`config.mk`:
```
export PLATFORM = sky130hd
export DESIGN_NAME = BattleTop
export DESIGN_NICKNAME = d
export VERILOG_FILES = /design/src/battlePkg.sv /design/src/ArmyRoster.sv /design/src/BattleTop.sv /design/src/DamageTotals.sv /design/src/FrontScan.sv /design/src/StepSequencer.sv
export VERILOG_INCLUDE_DIRS = /design/src /design/src/src
export SDC_FILE = /design/constraint.sdc
export NUM_CORES = 2
export LEC_CHECK = 0
export BUFFER_PORTS_ARGS = -buffer_cell sky130_fd_sc_hd__buf_2
export CAP_MARGIN = 10
export CORE_MARGIN = 2
export CORE_UTILIZATION = 50
export DETAILED_ROUTE_END_ITERATION = 8
export MAX_ROUTING_LAYER = met4
export PLACE_DENSITY_LB_ADDON = 0.15
export SYNTH_ARGS = -nofsm -noshare
export SYNTH_HDL_FRONTEND = slang
export SYNTH_SLANG_ARGS = --single-unit
```
`constraint.sdc`:
```
create_clock -name ClkPort -period 21.3 [get_ports ClkPort]
set_input_delay 3.195 -clock ClkPort [delete_from_list [all_inputs] [get_ports ClkPort]]
set_output_delay 3.195 -clock ClkPort [all_outputs]
set_load 0.005 [all_outputs]
```
`src/battle_settings.svh`:
```
`ifndef BATTLE_SETTINGS_SVH
`define BATTLE_SETTINGS_SVH

// Fighters per army
`define SLOT_COUNT 8

// Lane runs from 0 to FIELD_END
`define FIELD_END 320

// Contact distance between the two fronts
`define ATTACK_RANGE 8

`define POSITION_WIDTH 9
`define HEALTH_WIDTH 8
`define ATTACK_WIDTH 8

// Summed attack of one side per step
`define DAMAGE_WIDTH 12

// Kill and loss counters
`define SCORE_WIDTH 16

`endif

```
`src/battlePkg.sv`:
```
`include "battle_settings.svh"

package battlePkg;

	typedef logic [`POSITION_WIDTH-1:0] positionT;
	typedef logic [`HEALTH_WIDTH-1:0] healthT;
	typedef logic [`ATTACK_WIDTH-1:0] attackT;
	typedef logic [`DAMAGE_WIDTH-1:0] damageT;
	typedef logic [`SLOT_COUNT-1:0] slotMaskT;
	typedef logic [$clog2(`SLOT_COUNT)-1:0] slotIndexT;
	typedef logic [`SCORE_WIDTH-1:0] scoreT;

	typedef enum logic [1:0] {
		Scout,
		Tank,
		Striker,
		Guard
	} fighterKindT;

	typedef struct packed {
		logic alive;
		fighterKindT kind;
		positionT position;
		healthT health;
	} fighterT;

	typedef fighterT [`SLOT_COUNT-1:0] armyT;

	typedef struct packed {
		positionT frontPosition;
		slotIndexT frontSlot;
		logic frontValid;
		slotMaskT engaged;
	} frontT;

	typedef enum logic [2:0] {
		Idle,
		Scan,
		Total,
		Apply,
		Done
	} stepStateT;

	// Stat table, same for both armies
	function automatic healthT kindHealth(input fighterKindT kind);
		case (kind)
			Scout: return healthT'(20);
			Tank: return healthT'(40);
			Striker: return healthT'(10);
			default: return healthT'(30);
		endcase
	endfunction

	function automatic attackT kindAttack(input fighterKindT kind);
		case (kind)
			Scout: return attackT'(2);
			Tank: return attackT'(1);
			Striker: return attackT'(5);
			default: return attackT'(3);
		endcase
	endfunction

	function automatic positionT kindSpeed(input fighterKindT kind);
		case (kind)
			Scout: return positionT'(2);
			Tank: return positionT'(1);
			Striker: return positionT'(3);
			default: return positionT'(1);
		endcase
	endfunction

endpackage

```
`src/ArmyRoster.sv`:
```
`include "battle_settings.svh"

module ArmyRoster #(
	parameter bit Forward = 1'b1
) (
	input logic ClkPort,
	input logic Reset,
	input logic applyEn,
	input logic spawn,
	input battlePkg::fighterKindT spawnKind,
	input battlePkg::frontT ownFront,
	input battlePkg::damageT incomingDamage,
	output battlePkg::armyT army,
	output battlePkg::slotMaskT alive,
	output battlePkg::scoreT losses
);

	localparam battlePkg::positionT FieldEnd = battlePkg::positionT'(`FIELD_END);

	// Friendly side enters at 0, enemy side at the far end
	localparam battlePkg::positionT SpawnPosition =
		Forward ? battlePkg::positionT'(0) : FieldEnd;

	battlePkg::fighterKindT kindQ [`SLOT_COUNT];
	battlePkg::positionT positionQ [`SLOT_COUNT];
	battlePkg::healthT healthQ [`SLOT_COUNT];

	battlePkg::slotMaskT freeMask;
	battlePkg::slotMaskT grantMask;
	logic spawnTake;
	logic frontHit;
	logic frontDies;

	// One step along the lane, clamped at either end
	function automatic battlePkg::positionT advance(input battlePkg::positionT pos,
			input battlePkg::fighterKindT kind);
		battlePkg::positionT speed;
		speed = battlePkg::kindSpeed(kind);
		if (Forward) begin
			return (pos >= FieldEnd - speed) ? FieldEnd : pos + speed;
		end
		return (pos <= speed) ? battlePkg::positionT'(0) : pos - speed;
	endfunction

	always_comb begin
		freeMask = ~alive;
		// Lowest free slot wins
		grantMask = freeMask & (~freeMask + battlePkg::slotMaskT'(1));
		spawnTake = spawn && !applyEn && (|freeMask);

		frontHit = applyEn && ownFront.frontValid && alive[ownFront.frontSlot];
		frontDies = frontHit &&
			(battlePkg::damageT'(healthQ[ownFront.frontSlot]) <= incomingDamage);
	end

	always_ff @(posedge ClkPort or posedge Reset) begin
		if (Reset) begin
			alive <= '0;
			losses <= '0;
		end else if (spawnTake) begin
			alive <= alive | grantMask;
		end else if (frontDies) begin
			alive[ownFront.frontSlot] <= 1'b0;
			losses <= losses + battlePkg::scoreT'(1);
		end
	end

	always_ff @(posedge ClkPort) begin
		for (int i = 0; i < `SLOT_COUNT; i++) begin
			if (spawnTake && grantMask[i]) begin
				kindQ[i] <= spawnKind;
				positionQ[i] <= SpawnPosition;
				healthQ[i] <= battlePkg::kindHealth(spawnKind);
			end else if (applyEn && alive[i]) begin
				// Engaged fighters hold their ground
				if (!ownFront.engaged[i]) begin
					positionQ[i] <= advance(positionQ[i], kindQ[i]);
				end
				if (frontHit && !frontDies &&
						ownFront.frontSlot == battlePkg::slotIndexT'(i)) begin
					healthQ[i] <= healthQ[i] - battlePkg::healthT'(incomingDamage);
				end
			end
		end
	end

	always_comb begin
		for (int i = 0; i < `SLOT_COUNT; i++) begin
			army[i].alive = alive[i];
			army[i].kind = kindQ[i];
			army[i].position = positionQ[i];
			army[i].health = healthQ[i];
		end
	end

endmodule

```
`src/BattleTop.sv`:
```
module BattleTop (
	input logic ClkPort,
	input logic Reset,
	input logic Tick,
	input logic SpawnUnit,
	input battlePkg::fighterKindT SpawnUnitKind,
	input logic SpawnEnemy,
	input battlePkg::fighterKindT SpawnEnemyKind,
	output battlePkg::scoreT Score,
	output battlePkg::scoreT UnitLosses,
	output battlePkg::positionT FriendlyFront,
	output battlePkg::positionT EnemyFront,
	output battlePkg::slotMaskT UnitAlive,
	output battlePkg::slotMaskT EnemyAlive,
	output logic StepDone
);

	logic scanEn;
	logic totalEn;
	logic applyEn;

	battlePkg::armyT friendlyArmy;
	battlePkg::armyT enemyArmy;
	battlePkg::frontT friendlyFront;
	battlePkg::frontT enemyFront;
	battlePkg::damageT unitDamage;
	battlePkg::damageT enemyDamage;

	StepSequencer sequencer (
		.ClkPort(ClkPort),
		.Reset(Reset),
		.Tick(Tick),
		.scanEn(scanEn),
		.totalEn(totalEn),
		.applyEn(applyEn),
		.StepDone(StepDone)
	);

	FrontScan frontScan (
		.ClkPort(ClkPort),
		.Reset(Reset),
		.scanEn(scanEn),
		.friendlyArmy(friendlyArmy),
		.enemyArmy(enemyArmy),
		.friendlyFront(friendlyFront),
		.enemyFront(enemyFront)
	);

	DamageTotals damageTotals (
		.ClkPort(ClkPort),
		.Reset(Reset),
		.totalEn(totalEn),
		.friendlyArmy(friendlyArmy),
		.enemyArmy(enemyArmy),
		.friendlyFront(friendlyFront),
		.enemyFront(enemyFront),
		.unitDamage(unitDamage),
		.enemyDamage(enemyDamage)
	);

	// Each side takes the other side's total on its front
	ArmyRoster #(.Forward(1'b1)) friendlyRoster (
		.ClkPort(ClkPort),
		.Reset(Reset),
		.applyEn(applyEn),
		.spawn(SpawnUnit),
		.spawnKind(SpawnUnitKind),
		.ownFront(friendlyFront),
		.incomingDamage(enemyDamage),
		.army(friendlyArmy),
		.alive(UnitAlive),
		.losses(UnitLosses)
	);

	ArmyRoster #(.Forward(1'b0)) enemyRoster (
		.ClkPort(ClkPort),
		.Reset(Reset),
		.applyEn(applyEn),
		.spawn(SpawnEnemy),
		.spawnKind(SpawnEnemyKind),
		.ownFront(enemyFront),
		.incomingDamage(unitDamage),
		.army(enemyArmy),
		.alive(EnemyAlive),
		.losses(Score)
	);

	// Scan registers, so these lag the rosters by one step
	assign FriendlyFront = friendlyFront.frontPosition;
	assign EnemyFront = enemyFront.frontPosition;

endmodule

```
`src/DamageTotals.sv`:
```
`include "battle_settings.svh"

module DamageTotals (
	input logic ClkPort,
	input logic Reset,
	input logic totalEn,
	input battlePkg::armyT friendlyArmy,
	input battlePkg::armyT enemyArmy,
	input battlePkg::frontT friendlyFront,
	input battlePkg::frontT enemyFront,
	output battlePkg::damageT unitDamage,
	output battlePkg::damageT enemyDamage
);

	battlePkg::damageT unitSum;
	battlePkg::damageT enemySum;

	// Engaged masks were taken at scan, slots cannot die before apply
	always_comb begin
		unitSum = '0;
		enemySum = '0;
		for (int i = 0; i < `SLOT_COUNT; i++) begin
			if (friendlyFront.engaged[i]) begin
				unitSum = unitSum +
					battlePkg::damageT'(battlePkg::kindAttack(friendlyArmy[i].kind));
			end
			if (enemyFront.engaged[i]) begin
				enemySum = enemySum +
					battlePkg::damageT'(battlePkg::kindAttack(enemyArmy[i].kind));
			end
		end
	end

	always_ff @(posedge ClkPort or posedge Reset) begin
		if (Reset) begin
			unitDamage <= '0;
			enemyDamage <= '0;
		end else if (totalEn) begin
			unitDamage <= unitSum;
			enemyDamage <= enemySum;
		end
	end

endmodule

```
`src/FrontScan.sv`:
```
`include "battle_settings.svh"

module FrontScan (
	input logic ClkPort,
	input logic Reset,
	input logic scanEn,
	input battlePkg::armyT friendlyArmy,
	input battlePkg::armyT enemyArmy,
	output battlePkg::frontT friendlyFront,
	output battlePkg::frontT enemyFront
);

	localparam battlePkg::positionT FieldEnd = battlePkg::positionT'(`FIELD_END);
	localparam battlePkg::positionT Range = battlePkg::positionT'(`ATTACK_RANGE);

	// Empty sides read 0 and FIELD_END
	localparam battlePkg::frontT FriendlyEmpty = '0;
	localparam battlePkg::frontT EnemyEmpty = '{
		frontPosition: FieldEnd,
		frontSlot: '0,
		frontValid: 1'b0,
		engaged: '0
	};

	battlePkg::frontT friendlyNext;
	battlePkg::frontT enemyNext;

	always_comb begin
		friendlyNext = FriendlyEmpty;
		enemyNext = EnemyEmpty;

		// Strict compares keep the lowest slot on a tie
		for (int i = 0; i < `SLOT_COUNT; i++) begin
			if (friendlyArmy[i].alive && (!friendlyNext.frontValid ||
					friendlyArmy[i].position > friendlyNext.frontPosition)) begin
				friendlyNext.frontValid = 1'b1;
				friendlyNext.frontPosition = friendlyArmy[i].position;
				friendlyNext.frontSlot = battlePkg::slotIndexT'(i);
			end
			if (enemyArmy[i].alive && (!enemyNext.frontValid ||
					enemyArmy[i].position < enemyNext.frontPosition)) begin
				enemyNext.frontValid = 1'b1;
				enemyNext.frontPosition = enemyArmy[i].position;
				enemyNext.frontSlot = battlePkg::slotIndexT'(i);
			end
		end

		// Range check against the opposing front
		for (int i = 0; i < `SLOT_COUNT; i++) begin
			friendlyNext.engaged[i] = friendlyArmy[i].alive && enemyNext.frontValid &&
				(enemyNext.frontPosition <= friendlyArmy[i].position + Range);
			enemyNext.engaged[i] = enemyArmy[i].alive && friendlyNext.frontValid &&
				(enemyArmy[i].position <= friendlyNext.frontPosition + Range);
		end
	end

	always_ff @(posedge ClkPort or posedge Reset) begin
		if (Reset) begin
			friendlyFront <= FriendlyEmpty;
			enemyFront <= EnemyEmpty;
		end else if (scanEn) begin
			friendlyFront <= friendlyNext;
			enemyFront <= enemyNext;
		end
	end

endmodule

```
`src/StepSequencer.sv`:
```
module StepSequencer (
	input logic ClkPort,
	input logic Reset,
	input logic Tick,
	output logic scanEn,
	output logic totalEn,
	output logic applyEn,
	output logic StepDone
);

	battlePkg::stepStateT state;
	battlePkg::stepStateT nextState;

	always_ff @(posedge ClkPort or posedge Reset) begin
		if (Reset) begin
			state <= battlePkg::Idle;
		end else begin
			state <= nextState;
		end
	end

	// One cycle per stage, Tick only counts in Idle
	always_comb begin
		nextState = state;
		case (state)
			battlePkg::Idle: begin
				if (Tick) begin
					nextState = battlePkg::Scan;
				end
			end
			battlePkg::Scan: begin
				nextState = battlePkg::Total;
			end
			battlePkg::Total: begin
				nextState = battlePkg::Apply;
			end
			battlePkg::Apply: begin
				nextState = battlePkg::Done;
			end
			default: begin
				nextState = battlePkg::Idle;
			end
		endcase
	end

	assign scanEn = (state == battlePkg::Scan);
	assign totalEn = (state == battlePkg::Total);
	assign applyEn = (state == battlePkg::Apply);
	assign StepDone = (state == battlePkg::Done);

endmodule

```
== Yosys cells after proc, flatten, opt, wreduce, memory -nomap -nowiden ==
Memory sizes are Yosys's and may differ from the RTL's.
Cells that the tools add are included.
Operators by class
  multiplexer cells: 514
  add/subtract/negate cells: 75
  $lt $le $gt $ge: 60
  equal/unequal tests: 55
  reduce and logical (&&, ||, !) cells: 194
  bitwise operators: 46
Operators by type and width (count)
  $mux 9: 120
  $mux 8: 66
  $le 9x9->1: 32
  $mux 1: 216
  $mux 13: 16
  $mux 12: 14
  $add 12x8->12: 12
  $pmux 3 s3: 16
  $sub 9x9->9: 16
  $reduce_or 8->1: 16
  $sub 8x8->8: 16
  $logic_and 1x1->1: 108
  $mux 3: 29
  $add 9x4->9 const B: 9
  $add 9x9->9: 8
  $ge 9x9->1: 8
  $sub 9x9->9 const A: 8
  $pmux 2 s2: 16
  $gt 9x9->1: 7
  $lt 9x9->1: 7
  $not 8->8: 6
  $eq 2x1->1 const B: 18
  $eq 2x2->1 const B: 18
  $logic_not 2->1: 18
  25 further kinds: 144
Word-level totals
  bits of input ports: 9
  output and inout port bits: 67
  memory bits (writable): 304
  flip-flop bits (word level): 117
  memories: 6
Memory list
  enemyRoster.positionQ: words 8, width 9, read ports 8, clocked after Yosys merged registers in 0, wr ports 8, RTL line ArmyRoster.sv:25  | battlePkg::positionT positionQ [`SLOT_COUNT];
  friendlyRoster.positionQ: words 8, width 9, read ports 8, clocked after Yosys merged registers in 0, wr ports 8, RTL line ArmyRoster.sv:25
  enemyRoster.healthQ: words 8, width 8, read ports 9, clocked after Yosys merged registers in 0, wr ports 1, RTL line ArmyRoster.sv:26  | battlePkg::healthT healthQ [`SLOT_COUNT];
  friendlyRoster.healthQ: words 8, width 8, read ports 9, clocked after Yosys merged registers in 0, wr ports 1, RTL line ArmyRoster.sv:26
  enemyRoster.kindQ: words 8, width 2, read ports 8, clocked after Yosys merged registers in 0, wr ports 1, RTL line ArmyRoster.sv:24  | battlePkg::fighterKindT kindQ [`SLOT_COUNT];
  friendlyRoster.kindQ: words 8, width 2, read ports 8, clocked after Yosys merged registers in 0, wr ports 1, RTL line ArmyRoster.sv:24

== Longest topological paths before layout ==
An unclocked memory read counts as a cell.
  word-level depth: 33
  depth in mapped cells: 92
  gate-level depth less buffers: 85

== By module ==
From an unflattened synthesis, not the netlist that was laid out.
Unflattened totals
  cell total of the unflattened synthesis: 4071
  area, all modules: 39270.2 µm²
By module, submodules not included
  ArmyRoster (friendlyRoster): cells each 1157, instances 1, area each 12348.1 µm², seq. area each 5165.0 µm²
  ArmyRoster (enemyRoster): cells each 1089, instances 1, area each 12087.8 µm², seq. area each 5165.0 µm²
  FrontScan: cells each 1323, instances 1, area each 10452.5 µm², seq. area each 1053.5 µm²
  DamageTotals: cells each 489, instances 1, area each 4239.1 µm², seq. area each 500.5 µm²
  StepSequencer: cells each 13, instances 1, area each 142.6 µm², seq. area each 75.1 µm²

== Least setup slack after synthesis ==
OpenSTA, ideal clock, no wires.
  kind: reg-to-reg
  start: reg enemyRoster.alive[0]
  end: reg frontScan.friendlyFront[6] (netlist name)
  arrival: 15.823 ns
  setup time: 0.068 ns
  path slack: 5.409 ns
  cell stages (with the launch flop): 90
  cells stage by stage: dfrtp_1 > buf_2 > buf_1 > nand2_1 > ha_1 > a21o_1 > a21o_1 > a221oi_1 > o21a_2 > o21a_1 > a22oi_1 > ha_1 > a21o_1 > a21oi_1 > o21ai_1 > a31oi_1 > o21ai_0 > clkbuf_1 > (+54 left out) > nor2_1 > o21ai_0 > o31a_1 > clkbuf_1 > o21bai_1 > ha_1 > nor2b_1 > o21a_1 > o21ai_0 > nand2b_1 > a21oi_1 > nor2b_1 > o21ai_0 > nand2b_1 > a21oi_1 > nor2b_1 > o21ai_0 > a32o_1
RTL lines
  start, declared: RTL line ArmyRoster.sv:14  | output battlePkg::slotMaskT alive,
  start signal, assigned: RTL line ArmyRoster.sv:61  | alive <= alive | grantMask;

==> impl_results.md <==
* DRC Markers at 0
* Layout cells sized above 1 at 8.77%
* Post-Syn Instances at 3,871
* Crit. End Element: flip-flop
* CP Class: flip-flop to flip-flop
* Via density at 5.77
* Most common cell in the synthesized netlist: ha_1
* Sequential fraction of the synthesis area at 31.9%
* Final Setup Violations at 0
* Rows at 100
* Period utilization at 90.1%
* Skew-Pair Late Insertion Delay at 0.62 ns
* Setup crit end: frontScan.friendlyFront[6]
* Layout Skew at 0.0292 ns
* Largest delay share family, worst path: compound AO/OA/AOI/OAI gates
* Worst hold path type: flip-flop to flip-flop
* Mapped Avg Cell Area at 9.68 µm²
* Gr ovfl total at 0
* TNS Setup at 0 ns
* Max cap viols at 0
* Largest net degree at the start of global routing at 60
* Crit Reg-Reg Startpoint: enemyRoster.alive[0]
* CTS Hold Bufs at 0
* Final GP Congestion at 0.941
* CTS Buf Count at 51
* CP peak stage delay at 0.95 ns
* List of most frequent post-synthesis cells: ha_1 (556), nor2_1 (328), edfxtp_1 (304), inv_1 (269), nand2_1 (264)
* Synthesis-to-finish area growth at 8.18%
* Post-synth EDFFs at 304
* Placed Cells at 4,840
* Final Hold Vio Count at 0
* Gr usage total at 27.1%
* TritonCTS clock tree: yes
* Detail Placement HPWL at 77,200 µm
* Biggest area consumer among synthesized cells: edfxtp_1
* Filler cell count at 6,768
* Crit Path Max Fanout at 22
* Normalized max-slew margin at 23.2%
* Full die area at 77,200 µm²
* Startpoint Class: flip-flop
* CP Buf/Inv Count at 0
* First-pass DRT Iterations at 7
* Cell area after synthesis at 37,500 µm²
* Pins over their slew limit at 0
* Shortest period the worst path allows at 19.19 ns
* Antenna violations before repair at 0
* Crit path launch: enemyRoster.alive[0]
* CP Depth at 80
* Synth area leaders: edfxtp_1 (24%), ha_1 (19%), dfrtp_1 (7.4%)
* R2R setup slack at 2.11 ns
* CTS sink count at 417
* Routed wirelength normalized by instance count at 20.4 µm
* Post-DRT Antenna Nets at 0
* I/O pins at 76
* Post-CTS setup buffers at 0
* Fmax at 52.1 MHz
* Routed WL at 101,000 µm
* Post-layout net count at 4,535
* CP Data Required Time at 21.85 ns
* Reg2reg end: frontScan.friendlyFront[6]
* Share of the synthesized area in the top cell type at 24.4%
* DIE HEIGHT at 278 µm
* Warnings, synthesis at 0
* Vias post-DR at 28,500
* Total core area at 74,300 µm²
* Maximum clock insertion buffer count at 3
* Initial DRC count at 1,840
* RSZ-0062 raised after global routing: no
* Distinct cells, synth at 94
* R2R cell count at 80
* Crit-path slowest cell: o21bai_1
* Post-synth ARST share at 27.1%
* Finished Layout Cells at 4,936
* Worst-Margin Slew at 1.14 ns
* Core Util, Final at 54.6%
* Number of global-route vias before repair at 28,556
* Status: complete, no violations
* Top FF cell, synth: edfxtp_1
* Chip width at 278 µm
* First-pass GRT wire length at 161,000 µm
* Port Buf Inserts at 75
* #FFs+latches synth at 417
* Clock root cell: clkbuf_16
* Crit-path most repeated cell: a21o_1
* Starting Density at 50.4%
* Cts repair resizes at 0
* CTS H-tree lvls at 2
* Clock transition at the registers of the reported paths at 0.06 ns
* CP arrival at 19.73 ns
kinds of logic (layout without fill, tap and decap cells):
kind of cell,after synthesis,in the layout,synth area share (%)
simple gates,1167,1167,15.3
compound gates,778,778,13.5
fa+ha+maj,603,603,21.0
flops,417,417,31.9
buf+inv,410,483,4.55
xor+xnor,303,303,7.08
mux,191,191,6.61
other cells,2,25,0.0200
sequential cells by signal, indices dropped and copies added, names as in the netlist, 16 cells and up:
| name | cells |
|---|---|
| friendlyRoster.positionQ | 72 |
| friendlyRoster.kindQ | 16 |
| frontScan.enemyFront | 21 |
| enemyRoster.healthQ | 64 |
| enemyRoster.positionQ | 72 |
| friendlyRoster.healthQ | 64 |
| enemyRoster.losses | 16 |
| frontScan.friendlyFront | 21 |
| enemyRoster.kindQ | 16 |
| friendlyRoster.losses | 16 |
routing by layer:
metal	GRT usage, %	vias to the layer above	part of all wire, %
met5	-	-	0
met4	8.04	0	3.0
met3	2.59	148	4.4
met2	45.5	651	48
met1	34.9	13734	44
li1	-	13967	-
worst min-delay path by stage:
stage | start | depth (start not counted) | slack [ns] | end
after floorplan | frontScan.friendlyFront[18] | 2 | 0.44 | frontScan.friendlyFront[18]
after global placement | friendlyRoster.losses[15] | 1 | 0.45 | friendlyRoster.losses[15]
after detailed placement | friendlyRoster.losses[15] | 1 | 0.46 | friendlyRoster.losses[15]
after CTS | friendlyRoster.losses[15] | 1 | 0.47 | friendlyRoster.losses[15]
after global routing | friendlyRoster.losses[15] | 1 | 0.48 | friendlyRoster.losses[15]
final | friendlyRoster.losses[15] | 1 | 0.46 | friendlyRoster.losses[15]
placed cells by master (no fill, tap or decap), types with 125 or more instances in the layout:
master      n
a21oi_1   177
edfxtp_1  304
ha_1      556
inv_1     268
nand2_1   264
nor2_1    328
nor2b_1   125
o21ai_0   215
xnor2_1   173
xor2_1    126
layout make-up:
cell class,count,area (µm²),share of cell area [%]
Antenna cell,1,2.50,0.00617
Inverter,270,1020,2.51
Clock inverter,25,298,0.734
Tap cell,969,1210,2.99
Multi-Input combinational cell,3066,23900,59.1
Clock buffer,70,1410,3.47
Sequential cell,417,12000,29.5
Timing Repair Buffer,118,698,1.72
metrics by stage:
step	setup WS (ns)	area, µm²	hold slack, ns
after detailed placement	2.34	38800	0.458
after global routing	0.291	40500	0.476
after floorplan	5.41	37600	0.440
after CTS	2.29	40500	0.466
final	2.11	40500	0.458
after global placement	3.01	38800	0.453
worst register-to-register path: cells and delay by family (launching register included):
family | cells | cell delay [ns]
AND/OR/NAND/NOR | 21 | 3.43
multiplexers | 1 | 0.46
flip-flops | 1 | 0.74
adder cells (fa/ha/maj) | 8 | 2.48
AO/OA/AOI/OAI | 50 | 12.01
Power is left out: the tool's default activity adds up to more than one toggle a clock period on the data nets, which glitch-free logic cannot reach.
